## src/verilog/microCodePkg.sv

```systemverilog
`default_nettype none

package microCodePkg;

        //--------------------------------------------------------------------
        // Bus and pin widths
        //--------------------------------------------------------------------

        localparam int busDataWidth = 32;
        localparam int pinWidth = 8;

        // Address bit splitting RAM from registers
        localparam int ramSelBit = 12;

        // Register word offsets
        localparam logic [3:0] regStartOffset = 4'h0;
        localparam logic [3:0] regEndOffset = 4'h4;
        localparam logic [3:0] regControlOffset = 4'h8;
        localparam logic [3:0] regStatusOffset = 4'hC;

        // Active HTRANS codes
        localparam logic [1:0] htransNonSeq = 2'd2;
        localparam logic [1:0] htransSeq = 2'd3;

        //--------------------------------------------------------------------
        // Microcode word
        //--------------------------------------------------------------------

        typedef enum logic [1:0] {
                opDrive = 2'd0,
                opDelay = 2'd1,
                opSample = 2'd2,
                opReserved = 2'd3
        } opCodeT;

        // One word, two views picked by the opcode
        typedef union packed {
                struct packed {
                        opCodeT opCode;
                        logic [20:0] spare;
                        logic outEn;
                        logic [7:0] pinData;
                } drive;
                struct packed {
                        opCodeT opCode;
                        logic [13:0] spare;
                        logic [15:0] count;
                } delay;
        } microCodeWordT;

endpackage

`default_nettype wire

```

## src/verilog/microCodeSequencer.sv

```systemverilog
`timescale 1ns/1ps
`default_nettype none

module microCodeSequencer #(
        parameter int ramAddrWidth = 8
) (
        input  wire                                clk,
        input  wire                                RSTn,
        input  wire                                runPulse,
        input  wire  [ramAddrWidth-1:0]            startAddr,
        input  wire  [ramAddrWidth-1:0]            endAddr,
        input  wire  microCodePkg::microCodeWordT  fetchWord,
        input  wire  [microCodePkg::pinWidth-1:0]  pinSync,
        output logic [ramAddrWidth-1:0]            fetchAddr,
        output logic                               busy,
        output logic [microCodePkg::pinWidth-1:0]  sampleData,
        output logic                               driveLoad,
        output logic [microCodePkg::pinWidth-1:0]  driveData,
        output logic                               driveEn
);

        localparam logic [1:0] stIdle = 2'd0;
        localparam logic [1:0] stFetch = 2'd1;
        localparam logic [1:0] stExecute = 2'd2;
        localparam logic [1:0] stDelay = 2'd3;

        logic [1:0] state;
        logic [ramAddrWidth-1:0] pc;
        // End address frozen at run start
        logic [ramAddrWidth-1:0] endLatch;
        logic [15:0] delayCnt;
        logic lastWord;
        logic isDelay;

        assign fetchAddr = pc;
        assign busy = (state != stIdle);
        assign lastWord = (pc == endLatch);
        assign isDelay = (fetchWord.delay.opCode == microCodePkg::opDelay) &&
                         (fetchWord.delay.count != 16'd0);

        // Drive view straight to the GPIO registers
        assign driveLoad = (state == stExecute) &&
                           (fetchWord.drive.opCode == microCodePkg::opDrive);
        assign driveData = fetchWord.drive.pinData;
        assign driveEn = fetchWord.drive.outEn;

        //--------------------------------------------------------------------
        // FSM
        //--------------------------------------------------------------------

        always_ff @(posedge clk or negedge RSTn) begin
                if (!RSTn) begin
                        state <= stIdle;
                        pc <= '0;
                        endLatch <= '0;
                        delayCnt <= '0;
                        sampleData <= '0;
                end else begin
                        case (state)
                                // Runs only start from idle
                                stIdle: if (runPulse) begin
                                        pc <= startAddr;
                                        endLatch <= endAddr;
                                        state <= stFetch;
                                end
                                // RAM read in flight
                                stFetch: state <= stExecute;
                                stExecute: begin
                                        if (fetchWord.drive.opCode == microCodePkg::opSample)
                                                sampleData <= pinSync;
                                        if (isDelay) begin
                                                delayCnt <= fetchWord.delay.count;
                                                state <= stDelay;
                                        end else begin
                                                // Wraps modulo RAM depth
                                                pc <= lastWord ? pc : pc + 1'b1;
                                                state <= lastWord ? stIdle : stFetch;
                                        end
                                end
                                // One extra cycle per count
                                stDelay: begin
                                        delayCnt <= delayCnt - 1'b1;
                                        if (delayCnt == 16'd1) begin
                                                pc <= lastWord ? pc : pc + 1'b1;
                                                state <= lastWord ? stIdle : stFetch;
                                        end
                                end
                                default: state <= stIdle;
                        endcase
                end
        end

endmodule

`default_nettype wire

```

## config.mk

```make
export PLATFORM = sky130hd
export DESIGN_NAME = microCodeSequencer
export DESIGN_NICKNAME = d
export VERILOG_FILES = /design/src/verilog/microCodePkg.sv /design/src/verilog/microCodeSequencer.sv
export SDC_FILE = /design/constraint.sdc
export NUM_CORES = 1
export LEC_CHECK = 0
export BUFFER_PORTS_ARGS = -buffer_cell sky130_fd_sc_hd__buf_4
export CAP_MARGIN = 20
export CORE_ASPECT_RATIO = 0.6
export CORE_UTILIZATION = 54
export CTS_CLUSTER_DIAMETER = 30
export CTS_CLUSTER_SIZE = 28
export DETAILED_ROUTE_END_ITERATION = 16
export MAX_ROUTING_LAYER = met4
export PLACE_DENSITY_LB_ADDON = 0.3
export SYNTH_ARGS = -nofsm -noshare
export SYNTH_HDL_FRONTEND = slang
export SYNTH_SLANG_ARGS = --single-unit
```

## constraint.sdc

```tcl
create_clock -name clk -period 3.2 [get_ports clk]
set_clock_uncertainty 0.2 [all_clocks]
set_input_delay 0.48 -clock clk [delete_from_list [all_inputs] [get_ports clk]]
set_output_delay 0.48 -clock clk [all_outputs]
set_load 0.02 [all_outputs]
```

* Word level (Yosys, flattened, before mapping)
Index checks and enable logic that the tools add are counted.
Operators by class: reductions and logical operators 13, eq/ne operators 11, multiplexer cells 12, $add $sub $neg 2
Operators with widths (count):
- $mux 8 | 4
- $pmux 16 s2 | 1
- $pmux 8 s3 | 1
- $eq 16x1->1 const B | 1
- $mux 16 | 1
- $reduce_bool 16->1 | 1
- $sub 16x1->16 const B | 1
- $add 8x1->8 const B | 1
- $eq 8x8->1 | 1
- $ne 2x2->1 const B | 4
- $pmux 2 s4 | 1
- $reduce_and 2->1 | 4
- $eq 2x2->1 const B | 3
- $mux 2 | 3
- $eq 2x1->1 const B | 2
- $logic_not 2->1 | 2
- $reduce_and 4->1 | 1
- $reduce_bool 2->1 | 2
- $reduce_bool 3->1 | 1
- $logic_and 1x1->1 | 2
- $mux 1 | 1
Word-level totals: register bits 42, word-level logic and storage cells 43, input port bits 59, output and inout port bits 27

* Logic depth before layout (Yosys ltp)
Gate-level depths: netlist of run 1.
depth in word-level cells 4, gate-level depth with buffers 7, mapped depth without buffers 7

* Least setup slack after synthesis of run 1
OpenSTA, ideal clock, no wires.
kind input to register, start input port fetchWord[11] (netlist name), end register pc[1] (netlist: fetchAddr[1]), buffers on the path 1, arrival time 1813 ps, required time 2875 ps, library setup time 125 ps, stages on the path 6, setup slack 1063 ps, cell sequence nor4_2 -> nand4_1 -> and3_1 -> buf_6 -> nor3_4 -> mux2_2
On the way: word-level cells in the longest chain between the ends 4
Ends and longest elaborated chain:
- start, declared | RTL line microCodeSequencer.sv:12 | input wire microCodePkg::microCodeWordT fetchWord,
- $reduce_bool 16->1 | RTL line microCodeSequencer.sv:39 | (fetchWord.delay.count != 16'd0);
- $logic_and 1x1->1 | RTL line microCodeSequencer.sv:38 | assign isDelay = (fetchWord.delay.opCode == microCodePkg::opDelay) &&
- $ne 2x2->1 (no line)
- $reduce_and 4->1 (no line)
- end signal, assigned | RTL line microCodeSequencer.sv:62 | pc <= startAddr;
- end signal, assigned | RTL line microCodeSequencer.sv:76 | pc <= lastWord ? pc : pc + 1'b1;
- end signal, assigned | RTL line microCodeSequencer.sv:84 | pc <= lastWord ? pc : pc + 1'b1;
- end, declared | RTL line microCodeSequencer.sv:28 | logic [ramAddrWidth-1:0] pc;
No other way between the ends. A chain may end at the register's enable or synchronous reset.

* Worst setup path after layout of run 1
start register state[1], end register delayCnt[7]
On the way: word-level cells in the longest chain between the ends 3, elaborated cells between the ends (all ways) 6, those cells by class eq/ne (3); mux (1); reduce/logical (2)
Ends and longest elaborated chain:
- start, declared | RTL line microCodeSequencer.sv:27 | logic [1:0] state;
- start signal, assigned | RTL line microCodeSequencer.sv:53 | state <= stIdle;
- start signal, assigned | RTL line microCodeSequencer.sv:64 | state <= stFetch;
- start signal, assigned | RTL line microCodeSequencer.sv:67 | stFetch: state <= stExecute;
- $eq 2x2->1 | RTL line microCodeSequencer.sv:59 | case (state)
- $ne 2x2->1 (no line) or $reduce_bool 2->1 (tied branches)
- $reduce_and 2->1 (no line)
- end signal, assigned | RTL line microCodeSequencer.sv:72 | delayCnt <= fetchWord.delay.count;
- end signal, assigned | RTL line microCodeSequencer.sv:82 | delayCnt <= delayCnt - 1'b1;
- end, declared | RTL line microCodeSequencer.sv:31 | logic [15:0] delayCnt;
Several ways; a longest one is shown, not always the timed one.

==> impl_results.md, run 1 <==
- Row count: 18
- TritonRoute pass-1 iters: 5
- Seq/Total Area, Yosys: 42.23%
- Via density: 5.978
- Core area: 4257 sq um
- Final setup TNS: 0 ns
- Final instance area: 3157 sq um
- Worst hold-check path type: primary input to register
- Max-slew violation count: 0
- Post-synth EDFFs: 0
- DIE AREA: 4893 sq um
- YS warnings: 0
- Yosys reg bits: 42
- Worst vdd ir: 0.5593 mV
- # diodes: 0
- Met1 WL: 2896 um
- R2R setup slack: 0.77 ns
- Synth Cell Area: 2489 sq um
- Largest net degree at the start of global routing: 43
- Clk sink count: 42
- Mapped Cells: 241
- Num CTS Buffers: 5
- Post-Syn Nets: 303
- Met2 WL post-DR: 2542 um
- Nets@finish: 367
- Crit path required time: 3.21 ns
- I/O pin count: 86
- Setup crit start kind: register
- First-pass GRT wire length: 9439 um
- Port bufs: 71
- Hold Vio Cnt, Final: 0
- Vias post-DR: 2188
- Crit path kind: register to register
- Final period utilization: 75.86%
- CTS tree: done
- Clk_lat worst skew: 0.30 ns
- Async S/R FF share, synth: 100.0%
- Initial core utilization: 58.47%
- Clk root buf: clkbuf_8
- Max FO, Critical Path: 23
- Total grt overflow: 0
- Worst setup margin: 0.7724 ns
- Transition time at the pin with the least slew margin: 0.7862 ns
- DRT iter0 DRCs: 227
- DRC: 0
- Initial antenna violation count: 0
- Crit. End Element: register
- DIE WIDTH: 89.64 um
- Tot GR Track Use: 27.38%
- Max_cap viols: 0
- Status: finished, final reports clean
- Arrival @ worst endpoint: 2.44 ns
- Slew margin rel.: 47.30%
- Hpwl dp: 4587 um
- Leak Pwr: 1.358 nW
- Maximum clock rate: 411.9 MHz
- Top_reg_cell synth: dfrtp_1
- Syn_area_per_cell: 10.33 sq um
- Number of global-route vias before repair: 1948
- Die Y: 54.59 um
- Post-Route WL: 6083 um
- H-tree lvl count: 2
- GP Congestion: 0.8680
- DR WL/cell: 16.62 um
- Pre-CTS setup slack: 0.6271 ns
- Pwr/cell area: 833.4 nW/um^2
- Highest routed layer: met4
- Max Buffers Root-to-Sink: 2
- Buffer count from post-CTS setup fixing: 0
- Layout cell share with drive strength beyond 1: 38.24%
- Placed cell area: 3009 sq um
- Final hold slack: 0.2103 ns
- Synth unique cells: 53
- Post-layout min period: 2.428 ns
- WL met3: 576 um
- RSZ-0062 raised after global routing: no
- Post-DRT Antenna Nets: 0
- Clock transition at path regs: 0.08 ns
- Synth-to-Final Area Change: 26.85%
- Final setup fails: 0
-- synth_stat cells (all sizes together), types with 2 or more instances --
master | instances | area, sq um
a211oi | 2 | 15.01
a21oi | 12 | 63.81
a221oi | 2 | 23.77
a2bb2oi | 5 | 43.79
a31oi | 5 | 31.28
and2 | 2 | 12.51
and3 | 5 | 31.28
buf | 12 | 87.57
clkbuf | 6 | 22.52
dfrtp | 42 | 1051
ha | 3 | 37.54
inv | 5 | 18.77
mux2 | 19 | 214.0
mux2i | 6 | 60.06
nand2 | 12 | 45.04
nand3 | 15 | 75.07
nand4 | 4 | 25.02
nor2 | 14 | 52.55
nor2b | 5 | 31.28
nor3 | 8 | 56.31
nor3b | 3 | 27.52
nor4 | 12 | 136.4
o211a | 2 | 20.02
o21ai | 9 | 45.04
o21bai | 2 | 15.01
o221a | 2 | 22.52
o22ai | 2 | 12.51
o31ai | 2 | 15.01
or3 | 2 | 17.52
xnor2 | 9 | 78.83
-- report_power, final --
group          switching, W  internal (W)  total [W]  leakage [nW]
Sequential         0.000307      0.000761    0.00107         0.491
Clock              0.000193      0.000313   0.000506        0.0683
Combinational      0.000531      0.000526    0.00106         0.798
-- routing by layer --
metal  vias up  track usage [%]
met3        14            8.145
met2       107            38.26
met5         -                -
met1      1038            38.32
li1       1029                -
met4         0            7.937
-- critical path: stages (launching register included) --
cell and delay [ns]:
dfrtp_1 0.82, and2_1 0.45, and3_1 0.28, nor3b_1 0.30, nor3_1 0.08, a211oi_1 0.21
-- registers in the layout (all words and copies together), names as in the netlist --
signal,cells
delayCnt,16
endLatch,8
sampleData,8
fetchAddr,8
state,2
-- through the flow --
step	total power [W]	cells	utilization [%]
4_1_cts	0.002636	366	74.16
3_3_place_gp	0.002066	357	70.69
3_5_place_dp	0.002128	357	70.69
2_1_floorplan	0.001728	241	-
6_report	0.002631	366	74.16
5_1_grt	0.002796	366	74.16
-- final cells by class --
| cell class | instances | area (sq um) |
|---|---|---|
| Timing Repair Buffer | 75 | 565.5 |
| Inverter | 5 | 18.77 |
| Clock inverter | 3 | 68.82 |
| Fill cell | 328 | 1100 |
| Clock buffer | 5 | 68.82 |
| Multi-Input combinational cell | 176 | 1309 |
| Tap cell | 60 | 75.07 |
| Sequential cell | 42 | 1051 |
-- logic make-up (layout without fill, tap and decap cells) --
logic type,Yosys count,count (layout),synth area share [%]
AO/OA/AOI/OAI,52,52,14.83
XOR/XNOR,10,10,3.520
adder cells (fa/ha/maj),3,3,1.508
buffers and inverters,23,88,5.178
flip-flops,42,42,42.23
multiplexers,25,25,11.01
AND/OR/NAND/NOR,86,86,21.72
-- layout by cell type (no fill, tap or decap), types with 3 or more instances in the layout --
master,n
a31oi_1,5
xnor2_1,9
nor2_1,14
ha_1,3
mux2_2,19
clkbuf_8,5
dfrtp_1,42
nor3_1,6
mux2i_1,6
buf_4,74
nand4_1,4
a21oi_1,11
nor4_2,5
nor4_1,5
o21ai_0,9
and3_1,5
nor2b_1,5
nand3_1,15
inv_1,5
nand2_1,12
a2bb2oi_1,5
-- path summary, 6_finish.rpt --
kind,start,to,cells past startpoint
setup / recovery,state[1],delayCnt[7],5
hold / removal,endAddr[7],endLatch[7],2
setup reg to reg,state[1],delayCnt[7],5
hold reg to reg,sampleData[0],sampleData[0],1
max in group asynchronous,RSTn,delayCnt[8],2
min in group asynchronous,RSTn,sampleData[5],2
-- timing repair --
item,in CTS,in global routing
endpoints found under the hold margin,42,0
resized for setup,0,0
hold buffers,1,0
No activity file was read; power rests on OpenSTA's default activity.
==> inputs of run 2 (changes only) <==
Settings changed: ABC_AREA set to 1, CORE_UTILIZATION 54 to 51.
Clock period 3.2 ns to 2.5 ns, I/O delays scaled along.
==> impl_results.md, run 2 <==
- Status: finished, final reports clean
- CP max stage delay: 0.64 ns (-0.18 ns)
- Nets@finish: 495 (+35%)
- # diodes: 0 (unchanged)
- CTS tree: done
- Max Buffers Root-to-Sink: 2 (unchanged)
- Transition time at the pin with the least slew margin: 0.5481 ns (-0.2382 ns)
- Slew margin rel.: 63.46% (+16 points)
- Post-Syn Nets: 432 (+43%)
- Port bufs: 71 (unchanged)
- Mapped Cells: 370 (+54%)
- Post-synth top cells: nand2_1, nor2_1, dfrtp_1, inv_1, o21ai_0
- DRT iter0 DRCs: 261 (+15%)
- Seq. cell area: 1051 sq um (unchanged)
- Num CTS Buffers: 5 (unchanged)
- Seq/Total Area, Yosys: 39.60% (-2.6 points)
- Commonest non-fill, non-tap cells in the layout: nand2_1, buf_4, nor2_1
- Final hold slack: 0.1064 ns (-0.1039 ns)
- Yosys reg bits: 42 (unchanged)
- Area of the multi-input gates: 1358 sq um (+3.7%)
- DR WL/cell: 14.09 um (-15%)
- Core area: 4778 sq um (+12%)
- Worst path slowest cell: dfrtp_1
- Total grt overflow: 0 (unchanged)
- Reg power frac: 35.8% (-4.8 points)
- Clk_lat worst skew: 0.30 ns (about the same)
- Crit path kind: register to primary output
- Pint: 0.002031 W (+27%)
- Clk pwr share: 12.3% (-6.9 points)
- Synth unique cells: 33 (-38%)
- Delay-heaviest family, CP: flip-flops
- I/O pin count: 86 (unchanged)
- Commonest non-fill, non-tap cell in the layout: nand2_1
- Leak Pwr: 1.687 nW (+24%)
- Sw Ratio: 47.60% (+8.4 points)
- Initial antenna violation count: 0 (unchanged)
- Final period utilization: 93.23%
- GP Congestion: 0.9430 (+8.6%)
- Final setup TNS: 0 ns (unchanged)
- Tot GR Track Use: 27.91% (+0.53 points)
- First-pass GRT wire length: 11380 um (+21%)
- Die Y: 57.88 um (+6.0%)
- Pwr/cell area: 1185 nW/um^2 (+42%)
- Largest Register: delayCnt
- TritonRoute pass-1 iters: 5 (unchanged)
- Layout cell share with drive strength beyond 1: 23.04% (-15 points)
- H-tree lvl count: 2 (unchanged)
- Top_reg_cell synth: dfrtp_1
- Final setup fails: 0 (unchanged)
- Via density: 5.443 (-9.0%)
- Largest area contributor in the netlist: dfrtp_1
- Max-slew violation count: 0 (unchanged)
- Cells along the critical path: inv_1 > buf_4 > nor4_1 > buf_4
- Worst vdd ir: 0.6283 mV (+12%)
- Clk root buf: clkbuf_8
- Main area contributors after synthesis: dfrtp_1, nand2_1, nor2_1
- Post-layout min period: 2.331 ns
- Post-synth top area share: 39.60% (-2.6 points)
- DRC: 0 (unchanged)
- Buffer count from post-CTS setup fixing: 0 (unchanged)
- Syn_area_per_cell: 7.172 sq um (-31%)
- Hpwl dp: 5152 um (+12%)
- Clk sink count: 42 (unchanged)
- DIE AREA: 5505 sq um (+13%)
- RSZ-0062 raised after global routing: no
- Crit path required time: 1.92 ns (-1.29 ns)
- Crit. End Element: primary output
- Hold Vio Cnt, Final: 0 (unchanged)
- Maximum clock rate: 429.0 MHz
- Clock transition at path regs: 0.08 ns (about the same)
- Combinational share of power: 51.9% (+12 points)
- Setup crit start kind: register
- DIE WIDTH: 95.13 um (+6.1%)
- Worst hold-check path type: primary input to register
- Switching Power: 0.001845 W (+79%)
- Fill count: 416 (+27%)
- Crit path buffers/inverters: 3 (+3)
- Arrival @ worst endpoint: 1.76 ns (-0.68 ns)
- YS warnings: 0 (unchanged)
- Initial core utilization: 55.54% (-2.9 points)
- Number of global-route vias before repair: 2420 (+24%)
- Max reg flops: 16 (unchanged)
- Synth-to-Final Area Change: 23.29%
- Post-Route WL: 7005 um (+15%)
- Post-DRT Antenna Nets: 0 (unchanged)
- Max FO, Critical Path: 12 (-48%)
- Largest net degree at the start of global routing: 43 (unchanged)
- Max_cap viols: 0 (unchanged)
- Async S/R FF share, synth: 100.0% (unchanged)
- Most common cell in the netlist: nand2_1
- Row count: 19 (+1)
- Vias post-DR: 2705 (+24%)
- Post-synth EDFFs: 0 (unchanged)
- Synth Cell Area: 2654 sq um (+6.6%)
- Most Frequent Cell on Critical Path: buf_4
[run 2: cell types whose count changed in the layout (fill, tap and decap cells not counted), sizes merged, moves of 6 or more]
| cell | delta |
|---|---|
| nor2 | +46 |
| nand4 | +10 |
| o21ai | +11 |
| nor4 | -11 |
| inv | +30 |
| mux2 | -9 |
| nand2 | +100 |
| nor3 | -6 |
| xnor2 | -6 |
[run 2: worst paths after layout]
path	start	to	slack, ns	depth (start not counted)
max in group asynchronous	RSTn	delayCnt[13]	1.33	2
worst max register to register	state[1]	fetchAddr[1]	0.40	9
min in group asynchronous	RSTn	delayCnt[12]	0.39	2
worst min-delay path	pinSync[2]	sampleData[2]	0.11	2
worst min register to register	sampleData[4]	sampleData[4]	0.33	1
worst max-delay path	state[1]	driveLoad	0.17	4
[run 2: layer usage]
metal	up-vias	share of wire, %	global-route usage, %
met5	-	0	-
met4	0	0.41	4.978
met3	7	9.7	5.381
met2	145	42	39.59
met1	1240	48	41.71
li1	1313	-	-
[run 2: cell families (layout without fill, tap and decap cells)]
logic type,after synthesis,count (layout),share of synthesized area (%)
AOI/OAI and AO/OA,46,46,9.995
adders and majority gates,3,3,1.415
muxes,11,11,4.621
buffers and inverters,53,117,9.241
DFF,42,42,39.60
and+or+nand+nor,209,209,33.15
xor gates and xnor gates,6,6,1.981
[run 2: cell type report]
class | count | share of cell area, %
clock buffer | 6 | 2.524
clock inverter | 2 | 0.3824
inverter | 35 | 4.015
multi-input combinational | 275 | 41.49
sequential | 42 | 32.12
tap | 63 | 2.409
timing repair buffer | 74 | 17.06
[run 2: per-stage QoR]
stage               util (%)  setup WS, ns  total power (W)  instance area (sq um)  std cells
finish                 68.47        0.1692         0.003876                   3272        497
global route           68.47        0.1165         0.004199                   3272        497
CTS                    68.47        0.1717         0.003851                   3272        497
detailed placement     66.27        0.3439         0.003371                   3167        488
global placement       66.27        0.3953         0.003278                   3167        488
floorplan                  -        0.6889         0.002744                   2654        370
[run 2: what timing repair did]
action / in CTS / in global routing
hold buffers: 1 / 0
endpoints found under the hold margin: 42 / 0
gates resized for setup: 0 / 0
[run 2: power by group through the flow]
stage,Combinational [W],Clock [W],Sequential (W)
floorplan,0.00134,0,0.00141
global placement,0.00191,0,0.00136
detailed placement,0.00199,0,0.00139
CTS,0.00200,0.000478,0.00137
global route,0.00226,0.000507,0.00143
finish,0.00201,0.000476,0.00139
==> inputs of run 3 (changes only) <==
Settings changed: CTS_BUF_LIST set to sky130_fd_sc_hd__clkbuf_16.
==> impl_results.md, run 3 (synthesis results as in run 2) <==
- Final setup TNS: 0 ns (unchanged)
- Number of global-route vias before repair: 2466 (+1.9%)
- Synth-to-Final Area Change: 25.04%
- Clk root buf: clkbuf_16
- Crit path kind: register to primary output
- Commonest non-fill, non-tap cells in the layout: nand2_1, buf_4, nor2_1
- Crit path required time: 1.92 ns (about the same)
- Hpwl dp: 5152 um (unchanged)
- DRC: 0 (unchanged)
- Pint: 0.002176 W (+7.1%)
- Post-Route WL: 7070 um (+0.93%)
- Tot GR Track Use: 28.10% (+0.19 points)
- Reg power frac: 34.4% (-1.4 points)
- Hold Path Cell Cnt: 2 (unchanged)
- Final setup fails: 0 (unchanged)
- Row count: 19 (unchanged)
- Worst vdd ir: 0.6665 mV (+6.1%)
- Switching Power: 0.001874 W (+1.6%)
- Sw Ratio: 46.27% (-1.3 points)
- Arrival @ worst endpoint: 1.76 ns (about the same)
- Status: finished, final reports clean
- Largest Register: delayCnt
- Maximum clock rate: 429.0 MHz (about the same)
- Max Buffers Root-to-Sink: 2 (unchanged)
- DIE AREA: 5505 sq um (unchanged)
- Post-layout min period: 2.331 ns (+0.0003010 ns)
- Max-slew violation count: 0 (unchanged)
- Die Y: 57.88 um (unchanged)
- Setup crit start kind: register
- Reg2reg path depth: 9 (unchanged)
- I/O pin count: 86 (unchanged)
- DIE WIDTH: 95.13 um (unchanged)
- Hold Vio Cnt, Final: 0 (unchanged)
- Nets@finish: 495 (unchanged)
- Num CTS Buffers: 5 (unchanged)
- DR WL/cell: 14.23 um (+0.93%)
- Post-Place Cells: 488 (unchanged)
- Commonest non-fill, non-tap cell in the layout: nand2_1
- Combinational share of power: 49.9% (-2.0 points)
- Total grt overflow: 0 (unchanged)
- Vias post-DR: 2671 (-1.3%)
- Clk pwr share: 15.8% (+3.5 points)
- Layout Cells excl Fill: 497 (unchanged)
- Max_cap viols: 0 (unchanged)
- # diodes: 0 (unchanged)
- Pwr/cell area: 1220 nW/um^2 (+3.0%)
- Max reg flops: 16 (unchanged)
- Leak Pwr: 1.707 nW (+1.2%)
- Port bufs: 71 (unchanged)
- GP Congestion: 0.9430 (unchanged)
- Final period utilization: 93.24% (about the same)
- Worst hold-check path type: primary input to register
- Via density: 5.374 (-1.3%)
- Largest net degree at the start of global routing: 43 (unchanged)
- Layout cell share with drive strength beyond 1: 22.81% (-0.23 points)
- Core area: 4778 sq um (unchanged)
- CTS tree: done
- Slew margin rel.: 63.87% (+0.40 points)
- Crit. End Element: primary output
- DRT iter0 DRCs: 285 (+9.2%)
- H-tree lvl count: 2 (unchanged)
- Max FO, Critical Path: 12 (unchanged)
- Clock transition at path regs: 0.06 ns (-0.02 ns)
- RSZ-0062 raised after global routing: no
- First-pass GRT wire length: 11410 um (+0.30%)
- Initial core utilization: 55.54% (unchanged)
- Transition time at the pin with the least slew margin: 0.5420 ns (-0.006058 ns)
- Clk_lat worst skew: 0.29 ns (about the same)
- Initial antenna violation count: 0 (unchanged)
- TritonRoute pass-1 iters: 6 (+1)
- Post-DRT Antenna Nets: 0 (unchanged)
- Clk sink count: 42 (unchanged)
-- run 3: changes by cell type in the layout (fill, tap and decap cells not counted) --
cell       change
clkbuf_8       -6
clkinv_1       +1
clkbuf_16      +5
-- run 3: critical path, stage by stage (launching register included) --
cell and delay, ns:
dfrtp_1 0.64, inv_1 0.12, buf_4 0.20, nor4_1 0.29
buf_4 0.21
-- run 3: metrics by stage --
stage / instance area, sq um / hold slack [ns] / worst slack, ns / power (W) / util (%)
floorplan: 2654 / -0.1206 / 0.6889 / 0.002744 / -
global placement: 3167 / 0.2004 / 0.3953 / 0.003278 / 66.27
detailed placement: 3167 / 0.2003 / 0.3439 / 0.003371 / 66.27
CTS: 3318 / 0.1230 / 0.1919 / 0.004021 / 69.44
global route: 3318 / 0.1194 / 0.1422 / 0.004375 / 69.44
finish: 3318 / 0.1195 / 0.1689 / 0.004050 / 69.44
-- run 3: metal layers --
layer	global-route usage [%]	wire, um	up-vias
met4	6.710	82	0
met2	38.98	2955	145
met3	6.824	720	14
li1	-	-	1316
met5	-	0	-
met1	41.19	3312	1196
-- run 3: power by group through the flow --
| stage | logic [W] | registers, W | clock network (W) |
|---|---|---|---|
| final | 0.00202 | 0.00139 | 0.000638 |
| after global routing | 0.00227 | 0.00143 | 0.000672 |
| after CTS | 0.00200 | 0.00138 | 0.000641 |
| after detailed placement | 0.00199 | 0.00139 | 0 |
| after global placement | 0.00191 | 0.00136 | 0 |
| after floorplan | 0.00134 | 0.00141 | 0 |
-- run 3: final timing paths --
| kind | from | endpoint | slack [ns] |
|---|---|---|---|
| worst max-delay path | state[1] | driveLoad | 0.17 |
| worst min-delay path | pinSync[1] | sampleData[1] | 0.12 |
| worst max register to register | state[1] | fetchAddr[2] | 0.38 |
| worst min register to register | sampleData[2] | sampleData[2] | 0.32 |
| max in group asynchronous | RSTn | delayCnt[13] | 1.31 |
| min in group asynchronous | RSTn | delayCnt[12] | 0.41 |
-- run 3: timing repair --
action,CTS,global route
hold endpoints to repair,42,0
hold buffers,1,0
setup buffers,0,0
resized for setup,0,0
-- run 3: area by class of cell --
class	instances	area, sq um
inverter	35	131.4
fill	405	1460
clock inverter	3	16.27
tap	63	78.83
clock buffer	5	125.1
timing repair buffer	74	558.0
multi-input combinational	275	1358
sequential	42	1051
